<file path="src/logic/exec_pkg.sv">
/*
 * execute stage shared definitions
 * widths, operation encodings and the packets passed between lanes
 */

package exec_pkg;

    ////////////////////
    // widths
    ////////////////////

    parameter int xlen     = 32;
    parameter int tag_bits = 5;

    ////////////////////
    // operation encodings
    ////////////////////

    typedef enum logic [3:0] {
        alu_add,
        alu_sub,
        alu_and,
        alu_or,
        alu_xor,
        alu_slt,
        alu_sltu,
        alu_sll,
        alu_srl,
        alu_sra
    } alu_func_e;

    // low word for mul, high word for the rest
    typedef enum logic [1:0] {
        mul_mul,
        mul_mulh,
        mul_mulhsu,
        mul_mulhu
    } mul_func_e;

    typedef enum logic [1:0] {
        opa_rs1,
        opa_npc,
        opa_pc,
        opa_zero
    } opa_sel_e;

    typedef enum logic {
        opb_rs2,
        opb_imm
    } opb_sel_e;

    // same values as funct3 of the branch opcodes
    typedef enum logic [2:0] {
        br_beq  = 3'b000,
        br_bne  = 3'b001,
        br_blt  = 3'b100,
        br_bge  = 3'b101,
        br_bltu = 3'b110,
        br_bgeu = 3'b111
    } br_func_e;

    ////////////////////
    // packets
    ////////////////////

    typedef struct packed {
        logic                valid;
        logic [tag_bits-1:0] rob_tag;
        alu_func_e           alu_func;
        opa_sel_e            opa_sel;
        opb_sel_e            opb_sel;
        logic [xlen-1:0]     rs1;
        logic [xlen-1:0]     rs2;
        // already sign-extended by decode
        logic [xlen-1:0]     imm;
        logic [xlen-1:0]     pc;
        logic [xlen-1:0]     npc;
        logic                cond_branch;
        logic                uncond_branch;
        br_func_e            br_func;
        logic                is_mem;
    } alu_issue_t;

    typedef struct packed {
        logic                valid;
        logic [tag_bits-1:0] rob_tag;
        mul_func_e           mul_func;
        logic [xlen-1:0]     rs1;
        logic [xlen-1:0]     rs2;
    } mul_issue_t;

    typedef struct packed {
        logic [tag_bits-1:0] rob_tag;
        logic [xlen-1:0]     value;
        logic                take_branch;
    } exec_result_t;

    typedef struct packed {
        exec_result_t res;
        logic         is_mem;
    } alu_result_t;

    typedef struct packed {
        logic         valid;
        exec_result_t res;
    } cdb_pkt_t;

    typedef struct packed {
        logic                valid;
        logic [tag_bits-1:0] rob_tag;
        logic [xlen-1:0]     addr;
    } addr_pkt_t;

    typedef struct packed {
        logic alu0;
        logic alu1;
        logic mult;
    } fu_busy_t;

endpackage
</file>
<file path="src/logic/exec_stage.sv">
/*
 * execute stage top, two ALU lanes and one multiplier
 * per-lane hold slots feed the completion arbiter
 */

`timescale 1ns/100ps

module exec_stage #(
    parameter int mult_step_bits = 8
) (
    input  logic                 clk,
    input  logic                 rst,
    input  exec_pkg::alu_issue_t alu0_issue,
    input  exec_pkg::alu_issue_t alu1_issue,
    input  exec_pkg::mul_issue_t mul_issue,
    input  logic                 cdb_busy,
    output exec_pkg::cdb_pkt_t   cdb,
    output exec_pkg::addr_pkt_t  addr_out,
    output exec_pkg::fu_busy_t   fu_busy
);

    // lane to slot
    logic                   alu0_fresh_valid;
    logic                   alu1_fresh_valid;
    logic                   mult_done;
    exec_pkg::alu_result_t  alu0_fresh;
    exec_pkg::alu_result_t  alu1_fresh;
    exec_pkg::exec_result_t mult_fresh;
    logic                   mult_busy;

    // slot to arbiter and back
    logic                   alu0_cand_valid;
    logic                   alu1_cand_valid;
    logic                   mult_cand_valid;
    exec_pkg::alu_result_t  alu0_cand;
    exec_pkg::alu_result_t  alu1_cand;
    exec_pkg::exec_result_t mult_cand;
    logic                   alu0_grant;
    logic                   alu1_grant;
    logic                   mult_grant;
    logic                   alu0_held;
    logic                   alu1_held;
    logic                   mult_held;

    ////////////////////
    // lanes
    ////////////////////

    alu_lane u_alu0_lane (
        .issue        (alu0_issue),
        .result_valid (alu0_fresh_valid),
        .result       (alu0_fresh)
    );

    alu_lane u_alu1_lane (
        .issue        (alu1_issue),
        .result_valid (alu1_fresh_valid),
        .result       (alu1_fresh)
    );

    mult_unit #(
        .mult_step_bits (mult_step_bits)
    ) u_mult_unit (
        .clk         (clk),
        .rst         (rst),
        .issue       (mul_issue),
        .result_held (mult_held),
        .busy        (mult_busy),
        .done        (mult_done),
        .result      (mult_fresh)
    );

    ////////////////////
    // hold slots
    ////////////////////

    hold_slot #(
        .payload_t (exec_pkg::alu_result_t)
    ) u_alu0_slot (
        .clk         (clk),
        .rst         (rst),
        .fresh_valid (alu0_fresh_valid),
        .fresh       (alu0_fresh),
        .grant       (alu0_grant),
        .cand_valid  (alu0_cand_valid),
        .cand        (alu0_cand),
        .held        (alu0_held)
    );

    hold_slot #(
        .payload_t (exec_pkg::alu_result_t)
    ) u_alu1_slot (
        .clk         (clk),
        .rst         (rst),
        .fresh_valid (alu1_fresh_valid),
        .fresh       (alu1_fresh),
        .grant       (alu1_grant),
        .cand_valid  (alu1_cand_valid),
        .cand        (alu1_cand),
        .held        (alu1_held)
    );

    hold_slot #(
        .payload_t (exec_pkg::exec_result_t)
    ) u_mult_slot (
        .clk         (clk),
        .rst         (rst),
        .fresh_valid (mult_done),
        .fresh       (mult_fresh),
        .grant       (mult_grant),
        .cand_valid  (mult_cand_valid),
        .cand        (mult_cand),
        .held        (mult_held)
    );

    ////////////////////
    // arbitration
    ////////////////////

    completion_arbiter u_completion_arbiter (
        .clk        (clk),
        .rst        (rst),
        .cdb_busy   (cdb_busy),
        .mult_valid (mult_cand_valid),
        .mult_cand  (mult_cand),
        .alu0_valid (alu0_cand_valid),
        .alu0_cand  (alu0_cand),
        .alu1_valid (alu1_cand_valid),
        .alu1_cand  (alu1_cand),
        .mult_grant (mult_grant),
        .alu0_grant (alu0_grant),
        .alu1_grant (alu1_grant),
        .cdb        (cdb),
        .addr_out   (addr_out)
    );

    // busy from registered state only
    assign fu_busy.alu0 = alu0_held;
    assign fu_busy.alu1 = alu1_held;
    assign fu_busy.mult = mult_busy;

endmodule

</file>
<file path="src/logic/completion_arbiter.sv">
/*
 * completion arbiter
 * fixed-priority picks for the result bus and the address port
 */

`timescale 1ns/100ps

module completion_arbiter (
    input  logic                   clk,
    input  logic                   rst,
    input  logic                   cdb_busy,
    input  logic                   mult_valid,
    input  exec_pkg::exec_result_t mult_cand,
    input  logic                   alu0_valid,
    input  exec_pkg::alu_result_t  alu0_cand,
    input  logic                   alu1_valid,
    input  exec_pkg::alu_result_t  alu1_cand,
    output logic                   mult_grant,
    output logic                   alu0_grant,
    output logic                   alu1_grant,
    output exec_pkg::cdb_pkt_t     cdb,
    output exec_pkg::addr_pkt_t    addr_out
);

    logic                          alu0_bus_req;
    logic                          alu1_bus_req;
    logic                          alu0_mem_req;
    logic                          alu1_mem_req;
    logic                          bus_mult;
    logic                          bus_alu0;
    logic                          bus_alu1;
    logic                          addr_alu0;
    logic                          addr_alu1;
    logic                          cdb_valid_q;
    exec_pkg::exec_result_t        cdb_res_q;
    logic                          addr_valid_q;
    logic [exec_pkg::tag_bits-1:0] addr_tag_q;
    logic [exec_pkg::xlen-1:0]     addr_q;

    // alu candidates split by destination
    assign alu0_bus_req = alu0_valid & ~alu0_cand.is_mem;
    assign alu1_bus_req = alu1_valid & ~alu1_cand.is_mem;
    assign alu0_mem_req = alu0_valid & alu0_cand.is_mem;
    assign alu1_mem_req = alu1_valid & alu1_cand.is_mem;

    ////////////////////
    // priority picks
    ////////////////////

    // bus order mult, alu0, alu1, nothing while downstream busy
    assign bus_mult = ~cdb_busy & mult_valid;
    assign bus_alu0 = ~cdb_busy & ~mult_valid & alu0_bus_req;
    assign bus_alu1 = ~cdb_busy & ~mult_valid & ~alu0_bus_req & alu1_bus_req;

    // address port ignores bus busy
    assign addr_alu0 = alu0_mem_req;
    assign addr_alu1 = ~alu0_mem_req & alu1_mem_req;

    assign mult_grant = bus_mult;
    assign alu0_grant = bus_alu0 | addr_alu0;
    assign alu1_grant = bus_alu1 | addr_alu1;

    ////////////////////
    // output registers
    ////////////////////

    always_ff @(posedge clk or posedge rst) begin
        if (rst) begin
            cdb_valid_q  <= 1'b0;
            addr_valid_q <= 1'b0;
        end else begin
            cdb_valid_q  <= bus_mult | bus_alu0 | bus_alu1;
            addr_valid_q <= addr_alu0 | addr_alu1;
        end
    end

    always_ff @(posedge clk) begin
        cdb_res_q  <= bus_mult ? mult_cand : (bus_alu0 ? alu0_cand.res : alu1_cand.res);
        // address port carries only tag and address
        addr_tag_q <= addr_alu0 ? alu0_cand.res.rob_tag : alu1_cand.res.rob_tag;
        addr_q     <= addr_alu0 ? alu0_cand.res.value : alu1_cand.res.value;
    end

    assign cdb.valid        = cdb_valid_q;
    assign cdb.res          = cdb_res_q;
    assign addr_out.valid   = addr_valid_q;
    assign addr_out.rob_tag = addr_tag_q;
    assign addr_out.addr    = addr_q;

endmodule

</file>
<file path="src/logic/hold_slot.sv">
/*
 * single-entry result buffer between a lane and the arbiter
 */

`timescale 1ns/100ps

module hold_slot #(
    parameter type payload_t = exec_pkg::exec_result_t
) (
    input  logic     clk,
    input  logic     rst,
    input  logic     fresh_valid,
    input  payload_t fresh,
    input  logic     grant,
    output logic     cand_valid,
    output payload_t cand,
    output logic     held
);

    logic     held_q;
    payload_t entry;

    // empty slot is transparent
    assign cand_valid = held_q | fresh_valid;
    assign cand       = held_q ? entry : fresh;
    assign held       = held_q;

    // keep whatever lost arbitration this cycle
    always_ff @(posedge clk or posedge rst) begin
        if (rst) begin
            held_q <= 1'b0;
        end else begin
            held_q <= cand_valid & ~grant;
        end
    end

    always_ff @(posedge clk) begin
        if (cand_valid && !grant) begin
            entry <= cand;
        end
    end

endmodule

</file>
<file path="src/logic/mult_unit.sv">
/*
 * iterative shift-add multiplier
 * mult_step_bits of the multiplier consumed per cycle, one op in flight
 */

`timescale 1ns/100ps

module mult_unit #(
    parameter int mult_step_bits = 8
) (
    input  logic                   clk,
    input  logic                   rst,
    input  exec_pkg::mul_issue_t   issue,
    input  logic                   result_held,
    output logic                   busy,
    output logic                   done,
    output exec_pkg::exec_result_t result
);

    localparam int dbl_bits   = 2 * exec_pkg::xlen;
    localparam int num_steps  = dbl_bits / mult_step_bits;
    localparam int count_bits = $clog2(num_steps + 1);

    logic                          running;
    logic                          done_q;
    logic                          last_step;
    logic [count_bits-1:0]         step_cnt;
    logic [exec_pkg::tag_bits-1:0] tag_q;
    exec_pkg::mul_func_e           func_q;
    logic                          a_signed;
    logic                          b_signed;
    logic [dbl_bits-1:0]           mcand;
    logic [dbl_bits-1:0]           mplier;
    logic [dbl_bits-1:0]           product;
    logic [dbl_bits-1:0]           partial;

    // mulh signed x signed, mulhsu signed x unsigned
    assign a_signed = (issue.mul_func == exec_pkg::mul_mulh) ||
                      (issue.mul_func == exec_pkg::mul_mulhsu);
    assign b_signed = (issue.mul_func == exec_pkg::mul_mulh);

    // one slice of the multiplier against the shifted multiplicand
    assign partial = mcand * {{(dbl_bits-mult_step_bits){1'b0}},
                              mplier[mult_step_bits-1:0]};

    assign last_step = running && (step_cnt == count_bits'(num_steps - 1));

    ////////////////////
    // control
    ////////////////////

    always_ff @(posedge clk or posedge rst) begin
        if (rst) begin
            running  <= 1'b0;
            step_cnt <= '0;
            done_q   <= 1'b0;
        end else begin
            done_q <= last_step;
            if (issue.valid) begin
                running  <= 1'b1;
                step_cnt <= '0;
            end else if (last_step) begin
                running <= 1'b0;
            end else if (running) begin
                step_cnt <= step_cnt + 1'b1;
            end
        end
    end

    ////////////////////
    // datapath
    ////////////////////

    always_ff @(posedge clk) begin
        if (issue.valid) begin
            tag_q   <= issue.rob_tag;
            func_q  <= issue.mul_func;
            // extend to full width so the low 64 bits come out exact
            mcand   <= {{exec_pkg::xlen{a_signed & issue.rs1[exec_pkg::xlen-1]}}, issue.rs1};
            mplier  <= {{exec_pkg::xlen{b_signed & issue.rs2[exec_pkg::xlen-1]}}, issue.rs2};
            product <= '0;
        end else if (running) begin
            product <= product + partial;
            mcand   <= mcand << mult_step_bits;
            mplier  <= mplier >> mult_step_bits;
        end
    end

    assign done = done_q;

    // product is final during the done cycle
    assign result.rob_tag     = tag_q;
    assign result.value       = (func_q == exec_pkg::mul_mul) ? product[exec_pkg::xlen-1:0]
                                                              : product[dbl_bits-1:exec_pkg::xlen];
    assign result.take_branch = 1'b0;

    // done cycle counts as busy, slot may still capture it
    assign busy = running | done_q | result_held;

endmodule

</file>
<file path="src/logic/alu_lane.sv">
/*
 * ALU lane, purely combinational
 * operand select, integer op, branch condition and result shaping
 */

`timescale 1ns/100ps

module alu_lane (
    input  exec_pkg::alu_issue_t  issue,
    output logic                  result_valid,
    output exec_pkg::alu_result_t result
);

    logic [exec_pkg::xlen-1:0] opa;
    logic [exec_pkg::xlen-1:0] opb;
    logic [exec_pkg::xlen-1:0] alu_out;
    logic                      cond_true;
    logic                      take;

    ////////////////////
    // operand select
    ////////////////////

    always_comb begin
        case (issue.opa_sel)
            exec_pkg::opa_rs1:  opa = issue.rs1;
            exec_pkg::opa_npc:  opa = issue.npc;
            exec_pkg::opa_pc:   opa = issue.pc;
            exec_pkg::opa_zero: opa = '0;
            default:            opa = '0;
        endcase
    end

    // immediate arrives pre-extended
    assign opb = (issue.opb_sel == exec_pkg::opb_imm) ? issue.imm : issue.rs2;

    ////////////////////
    // alu
    ////////////////////

    always_comb begin
        case (issue.alu_func)
            exec_pkg::alu_add:  alu_out = opa + opb;
            exec_pkg::alu_sub:  alu_out = opa - opb;
            exec_pkg::alu_and:  alu_out = opa & opb;
            exec_pkg::alu_or:   alu_out = opa | opb;
            exec_pkg::alu_xor:  alu_out = opa ^ opb;
            // compares zero-extend a single bit
            exec_pkg::alu_slt:  alu_out = {{(exec_pkg::xlen-1){1'b0}},
                                           $signed(opa) < $signed(opb)};
            exec_pkg::alu_sltu: alu_out = {{(exec_pkg::xlen-1){1'b0}}, opa < opb};
            // shift amount from low 5 bits only
            exec_pkg::alu_sll:  alu_out = opa << opb[4:0];
            exec_pkg::alu_srl:  alu_out = opa >> opb[4:0];
            exec_pkg::alu_sra:  alu_out = $signed(opa) >>> opb[4:0];
            default:            alu_out = '0;
        endcase
    end

    ////////////////////
    // branch condition
    ////////////////////

    // always on rs1/rs2, not on the selected operands
    always_comb begin
        case (issue.br_func)
            exec_pkg::br_beq:  cond_true = issue.rs1 == issue.rs2;
            exec_pkg::br_bne:  cond_true = issue.rs1 != issue.rs2;
            exec_pkg::br_blt:  cond_true = $signed(issue.rs1) < $signed(issue.rs2);
            exec_pkg::br_bge:  cond_true = $signed(issue.rs1) >= $signed(issue.rs2);
            exec_pkg::br_bltu: cond_true = issue.rs1 < issue.rs2;
            exec_pkg::br_bgeu: cond_true = issue.rs1 >= issue.rs2;
            default:           cond_true = 1'b0;
        endcase
    end

    // jumps always taken, conditionals only when condition holds
    assign take = issue.uncond_branch | (issue.cond_branch & cond_true);

    ////////////////////
    // result shaping
    ////////////////////

    assign result_valid = issue.valid;

    assign result.res.rob_tag     = issue.rob_tag;
    assign result.res.take_branch = take;
    // fall-through target when a conditional is not taken
    assign result.res.value       = (issue.cond_branch && !take) ? issue.npc : alu_out;
    // for loads/stores the alu result is the effective address
    assign result.is_mem          = issue.is_mem;

endmodule

</file>
<file path="config.mk">
export PLATFORM = sky130hd
export DESIGN_NAME = exec_stage
export DESIGN_NICKNAME = d
export VERILOG_FILES = /design/src/logic/exec_pkg.sv /design/src/logic/exec_stage.sv /design/src/logic/completion_arbiter.sv /design/src/logic/hold_slot.sv /design/src/logic/mult_unit.sv /design/src/logic/alu_lane.sv
export SDC_FILE = /design/constraint.sdc
export NUM_CORES = 2
export LEC_CHECK = 0
export ABC_AREA = 1
export BUFFER_PORTS_ARGS = -buffer_cell sky130_fd_sc_hd__buf_4
export CAP_MARGIN = 20
export CORE_AREA = 2 2 441 443
export DETAILED_ROUTE_END_ITERATION = 16
export DIE_AREA = 0 0 443 445
export GPL_TIMING_DRIVEN = 0
export PLACE_DENSITY_LB_ADDON = 0.2
export RECOVER_POWER = 25
export SLEW_MARGIN = 15
export SYNTH_ARGS = -nofsm -noshare
export SYNTH_HDL_FRONTEND = slang
export SYNTH_SLANG_ARGS = --single-unit
</file>
<file path="constraint.sdc">
create_clock -name clk -period 8.49 [get_ports clk]
set_input_delay 0 -clock clk [delete_from_list [all_inputs] [get_ports clk]]
set_output_delay 0 -clock clk [all_outputs]
set_load 0.05 [all_outputs]
</file>
# Word-level counts from Yosys, hierarchy flattened
# Cells that the tools add are included.
[classes]
n_eq_ne = 42
shift = 6
reduce_logical = 22
order_cmp = 12
multipliers = 1
addsub = 6
n_mux = 27
bitwise = 44
[op_table]
columns = ["op", "count"]
rows = [
  ["$pmux W32 S10", 2],
  ["$lt A32 B32 Y1", 8],
  ["$mux W64", 4],
  ["$pmux W32 S4", 2],
  ["$mux W32", 6],
  ["$ge A32 B32 Y1", 4],
  ["$mux W38", 3],
  ["$mux W39", 2],
  ["$add A32 B32 Y32", 2],
  ["$add A64 B64 Y64", 1],
  ["$and A32 B32 Y32", 2],
  ["$eq A32 B32 Y1", 2],
  ["$mul A64 B8 Y64", 1],
  ["$ne A32 B32 Y1", 2],
  ["$or A32 B32 Y32", 2],
  ["$shl A32 B5 Y32", 2],
  ["$shr A32 B5 Y32", 2],
  ["$sshr A32 B5 Y32", 2],
  ["$sub A32 B32 Y32", 2],
  ["$xor A32 B32 Y32", 2],
  ["$eq A4 B3 Y1 const B", 9],
  ["$eq A3 B3 Y1 const B", 8],
  ["$and A1 B1 Y1", 17],
  ["$eq A4 B2 Y1 const B", 4],
  ["21 further kinds", 69],
]
[totals]
in_bits = 433
word_cells = 189
reg_bits = 401

# Longest topological paths before layout
[depth]
word_depth = 16
depth_mapped = 30

# Modules after synthesis
# A second synthesis with hierarchy kept.
[unflattened]
cells_unflattened = 9889
area_unflattened_um2 = 59961.3
[modules_own_cells]
columns = ["mod", "area_per_inst_um2", "instances", "cells_per_inst", "seq_area_each_um2"]
rows = [
  ["mult_unit", 26238.9, 1, 3758, 4644.5],
  ["alu_lane at u_alu0_lane", 12726.0, 1, 2603, 0.0],
  ["alu_lane at u_alu1_lane", 12590.8, 1, 2552, 0.0],
  ["hold_slot at u_alu0_slot ...", 1746.7, 2, 171, 1196.1],
  ["completion_arbiter", 3219.3, 1, 465, 1551.5],
  ["hold_slot at u_mult_slot", 1670.4, 1, 166, 1166.1],
  ["exec_stage", 22.5, 1, 3, 0.0],
]

# Worst setup path after synthesis
# Ideal clock, no wire load.
[synth_path]
path_type = "register -> register"
startpoint = "reg u_mult_unit.mplier[0]"
endpoint = "reg u_mult_unit.product[59]"
stages_incl_launch_ff = 27
t_arrival_ps = 4858
required_time_ps = 8375
setup_ps = 115
path_buffers = 2
synth_period_minus_slack_ps = 4974
path_slack_ps = 3516
path_cell_list = "edfxtp_1 -> clkbuf_1 -> buf_1 -> nand2_1 -> fa_1 -> inv_1 -> fa_1 -> inv_1 -> fa_1 -> fa_1 -> inv_1 -> ha_1 -> nand2_1 -> o21ai_2 -> a21oi_1 -> o21bai_2 -> nand2_1 -> nand2_1 -> inv_1 -> o21ai_2 -> inv_1 -> o21ai_1 -> nand2_1 -> nand3_1 -> nand2_1 -> o21ai_0 -> inv_1"
[synth_between]
elab_chain_len = 2
[synth_rtl]
columns = ["item", "line", "text"]
rows = [
  ["from (decl)", "mult_unit.sv:33", "logic [dbl_bits-1:0] mplier;"],
  ["from (signal assigned)", "mult_unit.sv:80", "mplier <= {{exec_pkg::xlen{b_signed & issue.rs2[exec_pkg::xlen-1]}}, issue.rs2};"],
  ["from (signal assigned)", "mult_unit.sv:85", "mplier <= mplier >> mult_step_bits;"],
  ["$mul A64 B8 Y64", "mult_unit.sv:43", "assign partial = mcand * {{(dbl_bits-mult_step_bits){1'b0}},"],
  ["$add A64 B64 Y64", "mult_unit.sv:83", "product <= product + partial;"],
  ["to (signal assigned)", "mult_unit.sv:83", ""],
  ["to (decl)", "mult_unit.sv:34", "logic [dbl_bits-1:0] product;"],
]
# No other way between the ends.
# A chain may end at the register's enable or synchronous reset.

# Worst setup path after layout
[layout_path]
startpoint = "reg u_mult_unit.mplier[4]"
endpoint = "reg u_mult_unit.product[45]"
# The elaborated chain is that of the path after synthesis.

==> out/results.tsv <==
stage	metric	value	unit
floorplanning	Die X	443	µm
synth	Yosys cell types	65	
worst_setup_path	CP endpoint kind	register	
routing	total number of vias	65700	
sta	max_slew headroom	-0.0799	
synth	Mean Syn Cell Area	6.30	µm²
synth	Synth Flop Type	edfxtp_1	
routing	drt total wl	354000	µm
final_layout	footprint of the multi-input gates	39700	µm²
cts	worst skew pair latency	0.62	ns
worst_setup_path	CP Data Required Time	9.06	ns
floorplanning	starting density of the core	0.300	
final_layout	Final Util	0.349	
routing	drt pass-1 iters	6	
sta	Final Cycle Share	0.898	
cts	Root Driver	clkbuf_16	
final_layout	Final Cell Area	66900	µm²
synth	synthesized area	57500	µm²
synth	Synth Warn #	0	
routing	detailed-route DRC error count	0	
sta	skew final	0.0331	ns
power_and_ir_drop	Pwr Total	23.2	mW
placement	RePlAce Congestion	1.08	
cts	CTS buffer count	44	
final_layout	Area Growth Syn to Fin	16.3	%
global_routing	largest net degree at the start of global routing	54	
job	max-cap violations	1	
global_routing	Total Routing Usage GR	0.348	
routing	wire per inst	28.7	µm
sta	slew at the pin closest to its max-slew limit	1.62	ns
sta	Highest Clock Rate	131	MHz
synth	Post-Synthesis Cells	9130	
floorplanning	io pins	513	
synth	synthesized flop and latch total	373	
cts	maximum clock path buffer count	3	
synth	Mapped Nets	10300	
worst_setup_path	Crit Path Max Fanout	10	
status	failing checks	capacitance limit, slew limit	
sta	setup_tns	0	ns
worst_setup_path	WP data arrival	8.19	ns
cts	CTS tree	yes	
sta	clock period minus worst slack	7.62	ns
routing	DR iter-0 viols	6969	
cts	H-tree levels	2	
sta	RSZ-0062 raised after global routing	no	
sta	Max Slew Vio Count	28	
worst_setup_path	crit path kind	reg2reg	
cts	clk sink count	373	
synth	register area share after synthesis	0.170	
status	outcome	finished with violations	
global_routing	GR Overflow Total	0	
synth	EDFF count, synth	223	
synth	ys async rst share	0.0295	
global_routing	vias in the first global route	63600	
floorplanning	number of core rows	161	
cts	Post-CTS Setup Inserts	0	
placement	HPWL after DPL	305000	µm
power_and_ir_drop	leakage power	35.3	nW
final_layout	layout cells sized above 1	0.0883	
global_routing	initial antenna violation count	21	
cts	clock-pin transition on the worst setup and hold timing paths	0.07	ns
power_and_ir_drop	power density cells	346	nW/µm²
routing	Routed Antenna Nets	0	
floorplanning	Core Area	192000	µm²
floorplanning	Die ar.	197000	µm²
placement	DP Area	64700	µm²
worst_setup_path	CP startpoint kind	register	
floorplanning	Die Ht	445	µm
placement	Port Buffers	505	
final_layout	fillcell total	21600	
final_layout	Reg area	9750	µm²
sta	final hold vios	0	
worst_hold_path	Hold Path Class	in2reg	
routing	vias per inst	5.31	
sta	# setup viols final	0	
power_and_ir_drop	VDD IR-drop max	0.279	mV
global_routing	first-pass GRT wire length	488000	µm
final_layout	nets@finish	11000	
cells in the mapped netlist, drive strengths merged, types with 110 or more instances:
cell type	instances	area, µm²
inv	1621	6090
or2	110	698
nand4	140	876
edfxtp	223	6700
nand2	2676	10200
nor2	577	2210
o21ai	440	2260
clkbuf	273	1030
dfxtp	139	2780
buf	162	902
ha	333	4170
a21oi	446	2240
nand3	1112	5700
fa	414	8290
cell usage in the layout, fill, tap and decap left out, types with 20 or more instances in the layout:
cell              n
a21o_1           20
a21oi_1         444
a31oi_1          23
and2_1           68
buf_2           116
buf_4           438
clkbuf_1        352
clkbuf_16        48
dfxtp_1         139
dlygate4sd3_1    90
edfxtp_1        223
fa_1            414
ha_1            333
inv_1          1601
nand2_1        2649
nand3_1        1085
nand3_2          27
nand4_1         140
nor2_1          563
nor3_1           55
o211ai_1         38
o21ai_0         389
o21ai_1          39
o21bai_1         27
o22ai_1          51
or2_2            85
xor2_1           38
state kept, by name (all words and copies together), names as in the netlist, 2 cells and up:
signal and cells:
u_mult_unit.step_cnt 4, u_completion_arbiter.addr_q 32, u_alu0_slot.entry 39, u_mult_slot.entry 38, u_mult_unit.mplier 36, u_mult_unit.mcand 64, u_mult_unit.product 64, u_completion_arbiter.cdb 38
u_alu1_slot.entry 39, u_mult_unit.tag_q 5, u_completion_arbiter.addr_tag_q 5, u_mult_unit.func_q 2
worst max-delay path, stage by stage (launching register included):
cell	delay (ns)
edfxtp_1	0.33
clkbuf_2	0.49
clkbuf_1	0.90
buf_1	0.81
nand2_1	0.15
fa_1	0.40
inv_1	0.08
fa_1	0.41
inv_1	0.09
fa_1	0.41
fa_1	0.49
inv_1	0.04
ha_1	0.33
a21oi_1	0.19
o21ai_2	0.09
a21oi_1	0.26
o21bai_2	0.16
a21oi_1	0.41
o21ai_1	0.32
a21oi_1	0.61
o21bai_1	0.15
or2_1	0.23
nand3_1	0.08
nand2_1	0.07
inv_1	0.05
path summary, 6_finish.rpt:
path / from / end / slack [ns] / cells past startpoint
setup / recovery: u_mult_unit.mplier[4] / u_mult_unit.product[45] / 0.87 / 24
hold / removal: alu0_issue[178] / u_completion_arbiter.cdb_valid_q / 0.07 / 6
setup reg to reg: u_mult_unit.mplier[4] / u_mult_unit.product[45] / 0.87 / 24
hold reg to reg: u_mult_unit.step_cnt[3] / u_mult_unit.done / 0.50 / 1
max in group asynchronous: rst / u_completion_arbiter.addr_valid_q / 7.58 / 4
min in group asynchronous: rst / u_mult_unit.running / 0.56 / 4
layout make-up:
class / count / share of cell area
timing repair buffer: 615 / 0.0690
clock buffer: 66 / 0.0206
buffer: 435 / 0.0291
clock inverter: 15 / 0.00224
tap: 2526 / 0.0472
antenna: 14 / 0.000524
sequential: 373 / 0.146
inverter: 1630 / 0.0916
multi-input combinational: 6692 / 0.594
per-layer routing:
metal / GRT usage / routed length, µm / vias up
met3: 0.0450 / 23200 / 622
met2: 0.557 / 158000 / 3010
li1: - / - / 30100
met1: 0.442 / 146000 / 32000
met4: 0.222 / 27300 / 12
met5: 0 / 86 / -
through the flow:
| step | setup slack [ns] | std cells | hold slack [ns] |
|---|---|---|---|
| 3_3_place_gp | 0.123 | 12200 | 0.0633 |
| 3_5_place_dp | 0.978 | 12200 | 0.0677 |
| 6_report | 0.866 | 12400 | 0.0679 |
| 2_1_floorplan | 3.52 | 9130 | -0.148 |
| 4_1_cts | 0.989 | 12300 | 0.0138 |
| 5_1_grt | 0.692 | 12400 | 0.104 |
power breakdown:
part	switching [mW]	internal, mW
logic	12.6	5.46
clock network	0.877	1.16
registers	0.437	2.68
kinds of logic (layout without fill, tap and decap cells):
| group | Yosys count | count (layout) | share of synthesized area |
|---|---|---|---|
| xor+xnor | 56 | 56 | 0.00852 |
| fa+ha+maj | 747 | 747 | 0.216 |
| other cells | 0 | 14 | 0 |
| buf+inv | 2065 | 2761 | 0.140 |
| compound gates | 1121 | 1121 | 0.108 |
| simple gates | 4768 | 4768 | 0.357 |
| flops | 373 | 373 | 0.170 |
repair_timing:
action | CTS | global route
resized for setup | 0 | 0
endpoints found under the hold margin | 134 | 0
hold buffers | 90 | 0
Note: power is estimated with default switching activity, not from simulation.
